===== config.mk =====
export PLATFORM = sky130hd
export DESIGN_NAME = fpss_issue_flat
export DESIGN_NICKNAME = d
export VERILOG_FILES = /design/src/fpss_pkg.sv /design/src/fpss_exec_if.sv /design/src/fpss_issue.sv /design/src/flat_wrapper.sv
export SDC_FILE = /design/constraint.sdc
export NUM_CORES = 1
export LEC_CHECK = 0
export CORE_AREA = 2 2 168 170
export DETAILED_ROUTE_END_ITERATION = 10
export DIE_AREA = 0 0 170 172
export DONT_BUFFER_PORTS = 1
export SLEW_MARGIN = 20
export SYNTH_ARGS = -nofsm -noshare
export SYNTH_HDL_FRONTEND = slang
export SYNTH_SLANG_ARGS = --single-unit

===== constraint.sdc =====
create_clock -name vclk -period 2.6
set_input_delay 0.26 -clock vclk [all_inputs]
set_output_delay 0.26 -clock vclk [all_outputs]
set_load 0.1 [all_outputs]

===== src/fpss_pkg.sv =====
package fpss_pkg;

    // ------------------------------------------------------------------
    // Widths
    // ------------------------------------------------------------------
    localparam int XLEN       = 32;
    localparam int FLEN       = 64;
    localparam int NAME_W     = 5;
    localparam int PADDR_W    = 6;
    localparam int OFFS_W     = 3;
    localparam int NUM_OFFS   = 4;
    localparam int SB_DEPTH   = 4;
    localparam int SB_IDX_W   = 2;
    localparam int ID_W       = 5;
    localparam int OP_W       = 4;
    localparam int CFG_ADDR_W = 4;

    // ------------------------------------------------------------------
    // Opcodes, everything else is illegal
    // ------------------------------------------------------------------
    localparam logic [OP_W-1:0] OP_FSGNJ   = 4'd1;
    localparam logic [OP_W-1:0] OP_FSGNJN  = 4'd2;
    localparam logic [OP_W-1:0] OP_FSGNJX  = 4'd3;
    localparam logic [OP_W-1:0] OP_FMV_W_X = 4'd4;
    localparam logic [OP_W-1:0] OP_FMV_X_W = 4'd5;

    // Low bit of each instruction field
    localparam int OP_LSB  = 28;
    localparam int RD_LSB  = 23;
    localparam int RS1_LSB = 18;
    localparam int RS2_LSB = 13;

    localparam logic [XLEN-1:0] CANON_NAN = 32'h7FC0_0000;

    // Register word, raw or as a NaN-boxed single
    typedef union packed {
        logic [FLEN-1:0] raw;
        struct packed {
            logic [FLEN-XLEN-1:0] box;
            logic                 sign;
            logic [7:0]           exp;
            logic [22:0]          mant;
        } f;
    } fpss_reg_u;

endpackage

===== src/fpss_exec_if.sv =====
`timescale 1ns/1ps

interface fpss_exec_if;
    import fpss_pkg::*;

    logic                valid;
    logic                ready;
    logic [OP_W-1:0]     op;
    fpss_reg_u           a;
    fpss_reg_u           b;
    logic [XLEN-1:0]     arg;
    logic [PADDR_W-1:0]  rd_addr;
    logic [ID_W-1:0]     id;
    logic [SB_IDX_W-1:0] sb_idx;
    logic                error;

    modport issue (
        output valid, op, a, b, arg, rd_addr, id, sb_idx, error,
        input  ready
    );

    modport exec (
        input  valid, op, a, b, arg, rd_addr, id, sb_idx, error,
        output ready
    );

endinterface


===== src/fpss_issue.sv =====
`timescale 1ns/1ps

module fpss_issue (
    input  logic [31:0]                       acc_req_instr_i,
    input  logic [fpss_pkg::ID_W-1:0]         acc_req_id_i,
    input  logic [fpss_pkg::XLEN-1:0]         acc_req_arg_i,
    input  logic                              acc_req_valid_i,
    output logic                              acc_req_ready_o,
    input  logic [fpss_pkg::NUM_OFFS-1:0][fpss_pkg::OFFS_W-1:0] offsets_i,
    output logic [fpss_pkg::PADDR_W-1:0]      raddr_a_o,
    output logic [fpss_pkg::PADDR_W-1:0]      raddr_b_o,
    input  fpss_pkg::fpss_reg_u               rdata_a_i,
    input  fpss_pkg::fpss_reg_u               rdata_b_i,
    output logic                              sb_push_o,
    output logic [fpss_pkg::PADDR_W-1:0]      sb_push_addr_o,
    input  logic [fpss_pkg::SB_IDX_W-1:0]     sb_idx_i,
    output logic [2:0][fpss_pkg::PADDR_W-1:0] sb_test_addrs_o,
    output logic [2:0]                        sb_test_en_o,
    input  logic                              sb_collision_i,
    input  logic                              sb_full_i,
    fpss_exec_if.issue                        ex
);
    import fpss_pkg::*;

    logic [OP_W-1:0]    op;
    logic [PADDR_W-1:0] rd_addr;
    logic [PADDR_W-1:0] rs1_addr;
    logic [PADDR_W-1:0] rs2_addr;
    logic               legal;
    logic               writes_rd;
    logic               issue_ok;

    // Name bits 4:3 pick the offset, bits 2:0 pass through
    function automatic logic [PADDR_W-1:0] translate(
        input logic [NUM_OFFS-1:0][OFFS_W-1:0] offs,
        input logic [NAME_W-1:0]               name
    );
        return {offs[name[NAME_W-1:NAME_W-2]], name[NAME_W-3:0]};
    endfunction

    // ------------------------------------------------------------------
    // Decode
    // ------------------------------------------------------------------
    assign op       = acc_req_instr_i[OP_LSB +: OP_W];
    assign rd_addr  = translate(offsets_i, acc_req_instr_i[RD_LSB +: NAME_W]);
    assign rs1_addr = translate(offsets_i, acc_req_instr_i[RS1_LSB +: NAME_W]);
    assign rs2_addr = translate(offsets_i, acc_req_instr_i[RS2_LSB +: NAME_W]);

    // Test enables are rs1, rs2, rd from bit 0 up
    always_comb begin
        legal        = 1'b1;
        sb_test_en_o = 3'b000;
        case (op)
            OP_FSGNJ, OP_FSGNJN, OP_FSGNJX: sb_test_en_o = 3'b111;
            OP_FMV_W_X:                     sb_test_en_o = 3'b100;
            OP_FMV_X_W:                     sb_test_en_o = 3'b001;
            default:                        legal = 1'b0;
        endcase
    end

    assign writes_rd = legal & (op != OP_FMV_X_W);

    // ------------------------------------------------------------------
    // Hazard stall and scoreboard push
    // ------------------------------------------------------------------
    assign sb_test_addrs_o = {rd_addr, rs2_addr, rs1_addr};
    assign issue_ok        = ~sb_full_i & ~sb_collision_i;
    assign acc_req_ready_o = ex.ready & issue_ok;

    assign sb_push_o      = acc_req_valid_i & acc_req_ready_o & writes_rd;
    assign sb_push_addr_o = rd_addr;

    assign raddr_a_o = rs1_addr;
    assign raddr_b_o = rs2_addr;

    // Towards execute
    assign ex.valid   = acc_req_valid_i & issue_ok;
    assign ex.op      = op;
    assign ex.a       = rdata_a_i;
    assign ex.b       = rdata_b_i;
    assign ex.arg     = acc_req_arg_i;
    assign ex.rd_addr = rd_addr;
    assign ex.id      = acc_req_id_i;
    assign ex.sb_idx  = sb_idx_i;
    assign ex.error   = ~legal;

endmodule


===== src/flat_wrapper.sv =====
// flat-port wrapper written by rule: the top's interface ports become plain ports
module fpss_issue_flat import fpss_pkg::*;
  (acc_req_instr_i, acc_req_id_i, acc_req_arg_i, acc_req_valid_i, acc_req_ready_o, offsets_i, raddr_a_o, raddr_b_o, rdata_a_i, rdata_b_i, sb_push_o, sb_push_addr_o, sb_idx_i, sb_test_addrs_o, sb_test_en_o, sb_collision_i, sb_full_i, ex_valid, ex_op, ex_a, ex_b, ex_arg, ex_rd_addr, ex_id, ex_sb_idx, ex_error, ex_ready);
  fpss_exec_if ex_i ();
  input  logic [31:0] acc_req_instr_i;
  input  logic [fpss_pkg::ID_W-1:0] acc_req_id_i;
  input  logic [fpss_pkg::XLEN-1:0] acc_req_arg_i;
  input  logic acc_req_valid_i;
  output logic acc_req_ready_o;
  input  logic [fpss_pkg::NUM_OFFS-1:0][fpss_pkg::OFFS_W-1:0] offsets_i;
  output logic [fpss_pkg::PADDR_W-1:0] raddr_a_o;
  output logic [fpss_pkg::PADDR_W-1:0] raddr_b_o;
  input  fpss_pkg::fpss_reg_u rdata_a_i;
  input  fpss_pkg::fpss_reg_u rdata_b_i;
  output logic sb_push_o;
  output logic [fpss_pkg::PADDR_W-1:0] sb_push_addr_o;
  input  logic [fpss_pkg::SB_IDX_W-1:0] sb_idx_i;
  output logic [2:0][fpss_pkg::PADDR_W-1:0] sb_test_addrs_o;
  output logic [2:0] sb_test_en_o;
  input  logic sb_collision_i;
  input  logic sb_full_i;
  output wire logic [$bits(ex_i.valid)-1:0] ex_valid;
  output wire logic [$bits(ex_i.op)-1:0] ex_op;
  output wire logic [$bits(ex_i.a)-1:0] ex_a;
  output wire logic [$bits(ex_i.b)-1:0] ex_b;
  output wire logic [$bits(ex_i.arg)-1:0] ex_arg;
  output wire logic [$bits(ex_i.rd_addr)-1:0] ex_rd_addr;
  output wire logic [$bits(ex_i.id)-1:0] ex_id;
  output wire logic [$bits(ex_i.sb_idx)-1:0] ex_sb_idx;
  output wire logic [$bits(ex_i.error)-1:0] ex_error;
  input wire logic [$bits(ex_i.ready)-1:0] ex_ready;
  assign ex_valid = ex_i.valid;
  assign ex_op = ex_i.op;
  assign ex_a = ex_i.a;
  assign ex_b = ex_i.b;
  assign ex_arg = ex_i.arg;
  assign ex_rd_addr = ex_i.rd_addr;
  assign ex_id = ex_i.id;
  assign ex_sb_idx = ex_i.sb_idx;
  assign ex_error = ex_i.error;
  assign ex_i.ready = ex_ready;
  fpss_issue u_core (.acc_req_instr_i(acc_req_instr_i), .acc_req_id_i(acc_req_id_i), .acc_req_arg_i(acc_req_arg_i), .acc_req_valid_i(acc_req_valid_i), .acc_req_ready_o(acc_req_ready_o), .offsets_i(offsets_i), .raddr_a_o(raddr_a_o), .raddr_b_o(raddr_b_o), .rdata_a_i(rdata_a_i), .rdata_b_i(rdata_b_i), .sb_push_o(sb_push_o), .sb_push_addr_o(sb_push_addr_o), .sb_idx_i(sb_idx_i), .sb_test_addrs_o(sb_test_addrs_o), .sb_test_en_o(sb_test_en_o), .sb_collision_i(sb_collision_i), .sb_full_i(sb_full_i), .ex(ex_i));
endmodule

# ---- Yosys cells after proc, flatten, opt, wreduce, memory -nomap -nowiden
# Index checks and enable logic that the tools add are counted.
dict set report totals {
  in_bits 215
  output_inout_bits 220
  elab_cells 28
  ff_bits 0
}
dict set report op_classes {
  bitwise_logic 9
  eq_ne 6
  muxes 8
  order_cmp 3
  reduce_logical 2
}
# operator n
set op_table {}
lappend op_table {{$bmux 3 s2} 3}
lappend op_table {{$lt 2x3->1 const B} 3}
lappend op_table {{$mux 3} 3}
lappend op_table {{$pmux 3 s3} 1}
lappend op_table {{$eq 4x2->1 const B} 2}
lappend op_table {{$eq 4x3->1 const B} 2}
lappend op_table {{$and 1x1->1} 6}
lappend op_table {{$reduce_or 5->1} 1}
lappend op_table {{$eq 4x1->1 const B} 1}
lappend op_table {{$ne 4x3->1 const B} 1}
lappend op_table {{$not 1->1} 3}
lappend op_table {{$reduce_or 3->1} 1}
lappend op_table {{$mux 1} 1}

# ---- Longest topological paths before layout
# Gate-level depths: netlist of run 1.
dict set report logic_depth {
  ltp_word 5
  ltp_mapped 2
  ltp_nobuf 2
}

# ---- Least setup slack after synthesis of run 1
# OpenSTA, ideal clock, no wires.
dict set report synth_path {
  path_type {in2out}
  startpoint {input port acc_req_instr_i[29]}
  endpoint {output port sb_push_o}
  cell_stages 2
  arrival_time_ns 3.297
  required_ns 2.340
  slack_ns -0.957
  n_path_buf 0
  cell_sequence {o21a_1 -> nor4_1}
}
dict set report synth_via {
  elab_chain_len 5
  elab_cells_between_ends 10
  classes_between {6 x eq/ne; 1 x mux; 2 x bitwise; 1 x reduce/logical}
}
# element line_no
set synth_rtl {}
lappend synth_rtl {{start: declaration} flat_wrapper.sv:5} ;# input logic [31:0] acc_req_instr_i;
lappend synth_rtl {{$eq 4x1->1, or another cell as far along} fpss_issue.sv:53} ;# case (op)
lappend synth_rtl {{$reduce_or 5->1 (no source line)} -}
lappend synth_rtl {{$mux 1} fpss_issue.sv:53}
lappend synth_rtl {{$and 1x1->1 (*)} fpss_issue.sv:61} ;# assign writes_rd = legal & (op != OP_FMV_X_W);
lappend synth_rtl {{$and 1x1->1 (*)} fpss_issue.sv:70} ;# assign sb_push_o = acc_req_valid_i & acc_req_ready_o & writes_rd;
lappend synth_rtl {{end: declaration} flat_wrapper.sv:15} ;# output logic sb_push_o;
# Mark *: on every way between the ends. The rest lies on a longest branch, timed or not.

# ---- Worst setup path after layout of run 1
dict set report layout_path {
  startpoint {input port acc_req_instr_i[26]}
  endpoint {output port ex_rd_addr[3]}
}
dict set report layout_via {
  elab_chain_len 2
}
# element line_no
set layout_rtl {}
lappend layout_rtl {{$bmux 3 s2} fpss_issue.sv:38} ;# return {offs[name[NAME_W-1:NAME_W-2]], name[NAME_W-3:0]};
lappend layout_rtl {{$mux 3 (implied by the code)} fpss_issue.sv:38}
lappend layout_rtl {{end: declaration} flat_wrapper.sv:27} ;# output wire logic [$bits(ex_i.rd_addr)-1:0] ex_rd_addr;
# No other way between the ends. The select of a mux whose other input is x is not followed.

==> impl_metrics.tcl, run 1 <==
set metrics [dict create \
    cp_slowest_cell "mux4_4" \
    cp_top_family "multiplexers" \
    ioPinCount 435 \
    antenna_left 0 \
    max_slew_margin 0.4300 \
    cts_resized 0 \
    cp-start-kind "input pin" \
    syn_inst 224 \
    layout_min_cycle_time_ns 1.596 \
    fin_total_pwr_uw 375.3 \
    min_to "ex_a[37]" \
    syn-num-nets 439 \
    regArea_um2 0 \
    cp_cell_sequence "mux4_4" \
    gr-usage-all-layers 0.03228 \
    crit_cells 1 \
    drtIter0Drc 7 \
    hp-class "in -> out" \
    gr-total-overflow 0 \
    tns_ns 0 \
    path_max_fanout 3 \
    die-area_mm2 0.02924 \
    gp_congestion 0.4609 \
    setup_violations 0 \
    yosysWarnings 0 \
    nClkBuffers 0 \
    grt_max_degree 7 \
    power.density_mw_per_mm2 422.4 \
    netlist_area_mm2 0.001843 \
    slowest_delay_ns 1.06 \
    syn_area_per_cell_um2 8.228 \
    fin_nets 250 \
    fmax_mhz 626.4 \
    antenna_cells 0 \
    std_cell_rows 61 \
    cp.arrival_ns 1.34 \
    hp-start "rdata_a_i[37]" \
    ir_drop_mv 0.07032 \
    rsz0062_at_grt "no" \
    holdWs_ns 0.5200 \
    final_util 0.03233 \
    dp.cells 379 \
    synth.distinct_cells 10 \
    hold_depth 0 \
    totalWireLength_um 5670 \
    grt_antenna_before_repair 0 \
    tightest_slew_ns 0.8578 \
    drt-pass1-iter-count 2 \
    worstSetupPathType "in -> out" \
    port_buffers 0 \
    maxCapViolCount 0 \
    grt_pass1_vias 781 \
    finalHoldViolCount 0 \
    nFillCells 3267 \
    num_vias 640 \
    ys_seq_area_frac 0 \
    vias_per_cell 1.689 \
    seq_cells 0 \
    die_width_um 170 \
    post-route-period-util 0.6140 \
    grt_pass1_wl_um 6320 \
    hold_buffers 0 \
    cp-end-kind "output port" \
    critPathBufInv 0 \
    syn_to_final_growth_pct -51.80 \
    cp_data_required_time_ns 2.34 \
    run_status "finished clean" \
    drc 0 \
    core_area_mm2 0.02748 \
    instances_no_fill 379 \
    p_leak_nw 0.1605 \
    start_util 0.06708 \
    wl_per_cell_um 14.96 \
    cts_setup_buffers 0 \
    drive_above_1_share 0.8485 \
    final-max-slew-violation-count 0 \
    die_h_um 172 \
]
-- metal layers --
metal,wire (um),track usage,vias to the layer above
li1,-,-,128
met1,627,0.009529,189
met2,2481,0.05146,220
met3,1665,0.03731,101
met4,855,0.04980,2
met5,40,0.01043,-
-- kinds of logic (layout without fill, tap and decap cells) --
kind of cell	Yosys count	count (layout)	synth area share
buffers and inverters	204	13	0.8310
AOI/OAI and AO/OA	3	3	0.01290
and+or+nand+nor	8	8	0.02783
muxes	9	9	0.1283
-- cell type report --
type	count	area, um2	share of cell area
tap	346	432.9	0.4873
timing repair buffer	13	97.59	0.1099
multi-input combinational	20	357.8	0.4028
-- placed cells by master, fill, tap and decap left out --
master	synthesis	final
nor3_4	0	2
nor3_1	3	1
mux4_2	0	6
a211o_1	1	1
nor3b_4	0	2
nor4_4	0	1
nand4bb_1	1	1
a211oi_4	0	1
mux4_4	0	3
nor2_1	1	1
o21a_1	1	1
buf_4	204	13
-- power breakdown --
| group | switching, mW | total [mW] | internal [mW] |
|---|---|---|---|
| combinational | 0.322 | 0.375 | 0.0532 |
| clock | 0 | 0 | 0 |
| sequential | 0 | 0 | 0 |
| total | 0.322 | 0.375 | 0.0532 |
-- through the flow --
stage | cell area (um2) | setup slack (ns)
after floorplan | 1874 | 0.1771
after global placement | 888.4 | 1.006
after detailed placement | 888.4 | 1.006
after CTS | 888.4 | 1.006
after global routing | 888.4 | 0.9361
final | 888.4 | 1.004
-- cells in the mapped netlist, drive strengths merged --
cell,n,share of area
nor4,1,0.0034
o21a,1,0.0041
nand4bb,1,0.0061
mux4,9,0.13
a211o,1,0.0048
buf,204,0.83
nor3,3,0.0081
nor3b,2,0.0081
a211oi,1,0.0041
nor2,1,0.0020
-- how the worst max path moves through the flow --
| stage | start | slack [ns] | endpoint |
|---|---|---|---|
| after floorplan | acc_req_instr_i[29] | 0.18 | sb_push_o |
| after global placement | acc_req_instr_i[26] | 1.01 | ex_rd_addr[4] |
| after detailed placement | acc_req_instr_i[26] | 1.01 | ex_rd_addr[3] |
| after CTS | acc_req_instr_i[26] | 1.01 | ex_rd_addr[3] |
| after global routing | acc_req_instr_i[29] | 0.94 | ex_error |
| final | acc_req_instr_i[26] | 1.00 | ex_rd_addr[3] |
Power figures use the tool's default switching activity.
==> inputs of run 2 (changes only) <==
- clock period: 2.6 -> 1.3 ns (I/O delays scaled with it)
==> run 2 against run 1 <==
Effect of this change:
- utilization is 0.66 points higher
- setup slack worse by 0.88 ns
- critical path type unchanged
- via count is 7.5% higher
- largest cell class unchanged
- critical path depth is 1 higher
- wire length is 45% higher
==> impl_metrics.tcl, run 2 (same netlist as run 1, synthesis figures left out) <==
set metrics [dict create \
    p_leak_nw 0.2332 \
    fin_total_pwr_uw 874.2 \
    grt_pass1_vias 795 \
    vias_per_cell 1.796 \
    grt_max_degree 7 \
    die-area_mm2 0.02924 \
    final_common_cell "buf_12" \
    port_buffers 0 \
    grt_pass1_wl_um 9266 \
    seq_cells 0 \
    gr-total-overflow 0 \
    power.density_mw_per_mm2 818.2 \
    drc 0 \
    finalHoldViolCount 0 \
    totalWireLength_um 8220 \
    run_status "finished clean" \
    rsz0062_at_grt "no" \
    ioPinCount 435 \
    gr-usage-all-layers 0.04944 \
    post-dp-hpwl_um 7564 \
    cp_data_required_time_ns 1.17 \
    drive_above_1_share 0.8649 \
    slowest_delay_ns 0.64 \
    cts_setup_buffers 0 \
    num_vias 688 \
    maxCapViolCount 0 \
    post-route-period-util 0.9062 \
    start_util 0.06708 \
    wl_per_cell_um 21.46 \
    fin_nets 254 \
    worstSetupPathType "in -> out" \
    tightest_slew_ns 0.3837 \
    cp-end-kind "output port" \
    regArea_um2 0 \
    cp.arrival_ns 1.05 \
    cp_cell_sequence "mux4_4 > buf_12" \
    cp_slowest_cell "mux4_4" \
    hp-class "in -> out" \
    grt_antenna_before_repair 0 \
    layout_min_cycle_time_ns 1.178 \
    hold_buffers 0 \
    syn_to_final_growth_pct -42.02 \
    drtIter0Drc 11 \
    setup_violations 0 \
    drt-pass1-iter-count 4 \
    final_util 0.03889 \
    final-max-slew-violation-count 0 \
    nClkBuffers 0 \
    gp_congestion 0.5577 \
    core_area_mm2 0.02748 \
    critPathBufInv 1 \
    std_cell_rows 61 \
    cp_top_family "multiplexers" \
    max_slew_margin 0.7433 \
    fmax_mhz 848.8 \
    nFillCells 3251 \
    cts_resized 0 \
    tns_ns 0 \
    antenna_cells 0 \
    antenna_left 0 \
    die_h_um 172 \
    die_width_um 170 \
    layout_common_cells "buf_12, mux4_2, buf_4" \
    cp-start-kind "input pin" \
    ir_drop_mv 0.2805 \
    path_max_fanout 3 \
]
## run 2: changes by cell type in the layout (fill, tap and decap cells not counted)
cell,before,now
buf_12,0,12
buf_4,13,5
## run 2: stage by stage
stage / setup slack (ns) / std cells / area, um2 / hold slack (ns)
2_1_floorplan: -0.2431 / 224 / 2032 / 0.3670
3_3_place_gp: 0.1324 / 383 / 1069 / 0.2607
3_5_place_dp: 0.1287 / 383 / 1069 / 0.2607
4_1_cts: 0.1176 / 383 / 1069 / 0.2607
5_1_grt: 0.1141 / 383 / 1069 / 0.2601
6_report: 0.1219 / 383 / 1069 / 0.2600
## run 2: final timing paths
path                 from                  end  slack (ns)  cells past startpoint
max   acc_req_instr_i[26]  sb_test_addrs_o[16]        0.12                      2
min         rdata_a_i[16]             ex_a[16]        0.26                      0
## run 2: final cells by class
type                       instances  area (um2)  share of cell area
timing repair buffer              17       277.8              0.2600
multi-input combinational         20       357.8              0.3349
tap                              346       432.9              0.4052
## run 2: per-layer routing
metal  part of all wire  up-vias  track usage  wire length, um
li1                   -      136            -                -
met1              0.078      222      0.01036              642
met2               0.49      258      0.08891             3989
met3               0.37       72      0.08148             3057
met4              0.065        0      0.03047              532
met5                  0        -            0                0
## run 2: report_power, final
| group | internal (mW) | switching (mW) |
|---|---|---|
| Clock | 0 | 0 |
| Sequential | 0 | 0 |
| Combinational | 0.209 | 0.665 |
| Total | 0.209 | 0.665 |
==> inputs of run 3 (changes only) <==
--- a/config.mk
+++ b/config.mk
@@ -11,3 +11,2 @@
 export DONT_BUFFER_PORTS = 1
-export SLEW_MARGIN = 20
 export SYNTH_ARGS = -nofsm -noshare
==> constraint.sdc (replaced) <==
create_clock -name vclk -period 1.3
set_input_delay 0.195 -clock vclk [all_inputs]
set_output_delay 0.195 -clock vclk [all_outputs]
set_load 0.1 [all_outputs]
==> run 3 against run 2 <==
Effect of this change:
- utilization increased by 0.15 points
- worst hold slack improved by 0.13 ns
- first-iteration DRC count unchanged
- combinational power increased by 1%
- count of clock-buffer cells in the layout unchanged
- the flow now finishes with violations (negative setup slack)
- flip-flop and latch count unchanged
- global-route usage decreased by 0.51 points
- largest power group unchanged
- maximum frequency decreased by 9.7%
- via count decreased by 3.5%
- critical path depth unchanged
- final cell count unchanged
==> impl_metrics.tcl, run 3 (same netlist as run 1, synthesis figures left out) <==
set metrics [dict create \
    gr-total-overflow 0 \
    p_leak_nw 0.2421 \
    max_slew_margin 0.7621 \
    ir_drop_mv 0.1967 \
    gp_congestion 0.5152 \
    cp_slowest_cell "mux4_4" \
    syn_to_final_growth_pct -39.78 \
    vias_per_cell 1.734 \
    setup_violations 2 \
    fin_ws_ns -0.004695 \
    port_buffers 0 \
    slowest_delay_ns 0.63 \
    final-max-slew-violation-count 0 \
    run_status "complete, but fails checks" \
    fin_nets 254 \
    critPathBufInv 1 \
    finalHoldViolCount 0 \
    hp-class "in -> out" \
    drc 0 \
    final_util 0.04039 \
    grt_max_degree 7 \
    post-route-period-util 1.004 \
    fmax_mhz 766.5 \
    die-area_mm2 0.02924 \
    tightest_slew_ns 0.3556 \
    core_area_mm2 0.02748 \
    cp_data_required_time_ns 1.11 \
    rsz0062_at_grt "yes" \
    grt_pass1_vias 839 \
    grt_antenna_before_repair 0 \
    cts_resized 0 \
    std_cell_rows 61 \
    post-dp-hpwl_um 6657 \
    antenna_cells 0 \
    worstSetupPathType "in -> out" \
    gr-usage-all-layers 0.04438 \
    ioPinCount 435 \
    cp-start-kind "input pin" \
    drt-pass1-iter-count 2 \
    cp_top_family "multiplexers" \
    drtIter0Drc 11 \
    final_common_cell "buf_12" \
    start_util 0.06708 \
    place_area_mm2 0.001110 \
    power.density_mw_per_mm2 796.4 \
    path_max_fanout 3 \
    violations "negative setup slack" \
    layout_common_cells "buf_12, mux4_2, buf_4" \
    layout_min_cycle_time_ns 1.305 \
    num_vias 664 \
    die_h_um 172 \
    totalWireLength_um 7411 \
    cp.arrival_ns 1.11 \
    cp-end-kind "output port" \
    maxCapViolCount 0 \
    grt_pass1_wl_um 8424 \
    design_area_mm2 0.001110 \
    regArea_um2 0 \
    antenna_left 0 \
    die_width_um 170 \
    drive_above_1_share 0.9459 \
    wl_per_cell_um 19.35 \
    nClkBuffers 0 \
    seq_cells 0 \
    cp_cell_sequence "mux4_4 > buf_12" \
]
run 3: cell counts in the layout (fill, tap and decap cells not counted):
No cell type changed its count.
run 3: per-layer routing:
metal  wire length (um)  track usage  vias to the layer above
met4                806      0.04534                        0
met3               2613      0.06683                       98
met2               3310      0.07276                      218
met5                  0            0                        -
li1                   -            -                      136
met1                681      0.01189                      212
run 3: report_power, final:
part / internal (mW) / switching, mW / leakage, nW
combinational: 0.217 / 0.667 / 0.242
clock: 0 / 0 / 0
sequential: 0 / 0 / 0
run 3: final cells by class:
| class | instances | area, um2 |
|---|---|---|
| Fill cell | 3250 | 26370 |
| Multi-Input combinational cell | 20 | 379.1 |
| Timing Repair Buffer | 17 | 297.8 |
| Tap cell | 346 | 432.9 |
run 3: what timing repair did:
action	4_1_cts	5_1_grt
setup buffers	0	0
hold buffers	0	0
endpoints found under the setup margin	5	7
run 3: worst paths after layout:
kind	startpoint	endpoint	slack [ns]	cells after the start
hold / removal	rdata_a_i[31]	ex_a[31]	0.39	0
setup / recovery	acc_req_instr_i[26]	sb_test_addrs_o[16]	-0.005	2
run 3: stage by stage:
stage | hold slack, ns | instances | setup TNS (ns) | setup slack (ns) | total power, mW
2_1_floorplan | 0.4951 | 224 | -2.254 | -0.3526 | 3.646
3_3_place_gp | 0.3907 | 383 | 0 | 0.0003086 | 0.8885
3_5_place_dp | 0.3907 | 383 | -0.01498 | -0.007575 | 0.8891
4_1_cts | 0.3907 | 383 | -0.01773 | -0.007575 | 0.8901
5_1_grt | 0.3901 | 383 | -0.03947 | -0.009549 | 0.9016
6_report | 0.3900 | 383 | -0.007914 | -0.004695 | 0.8838
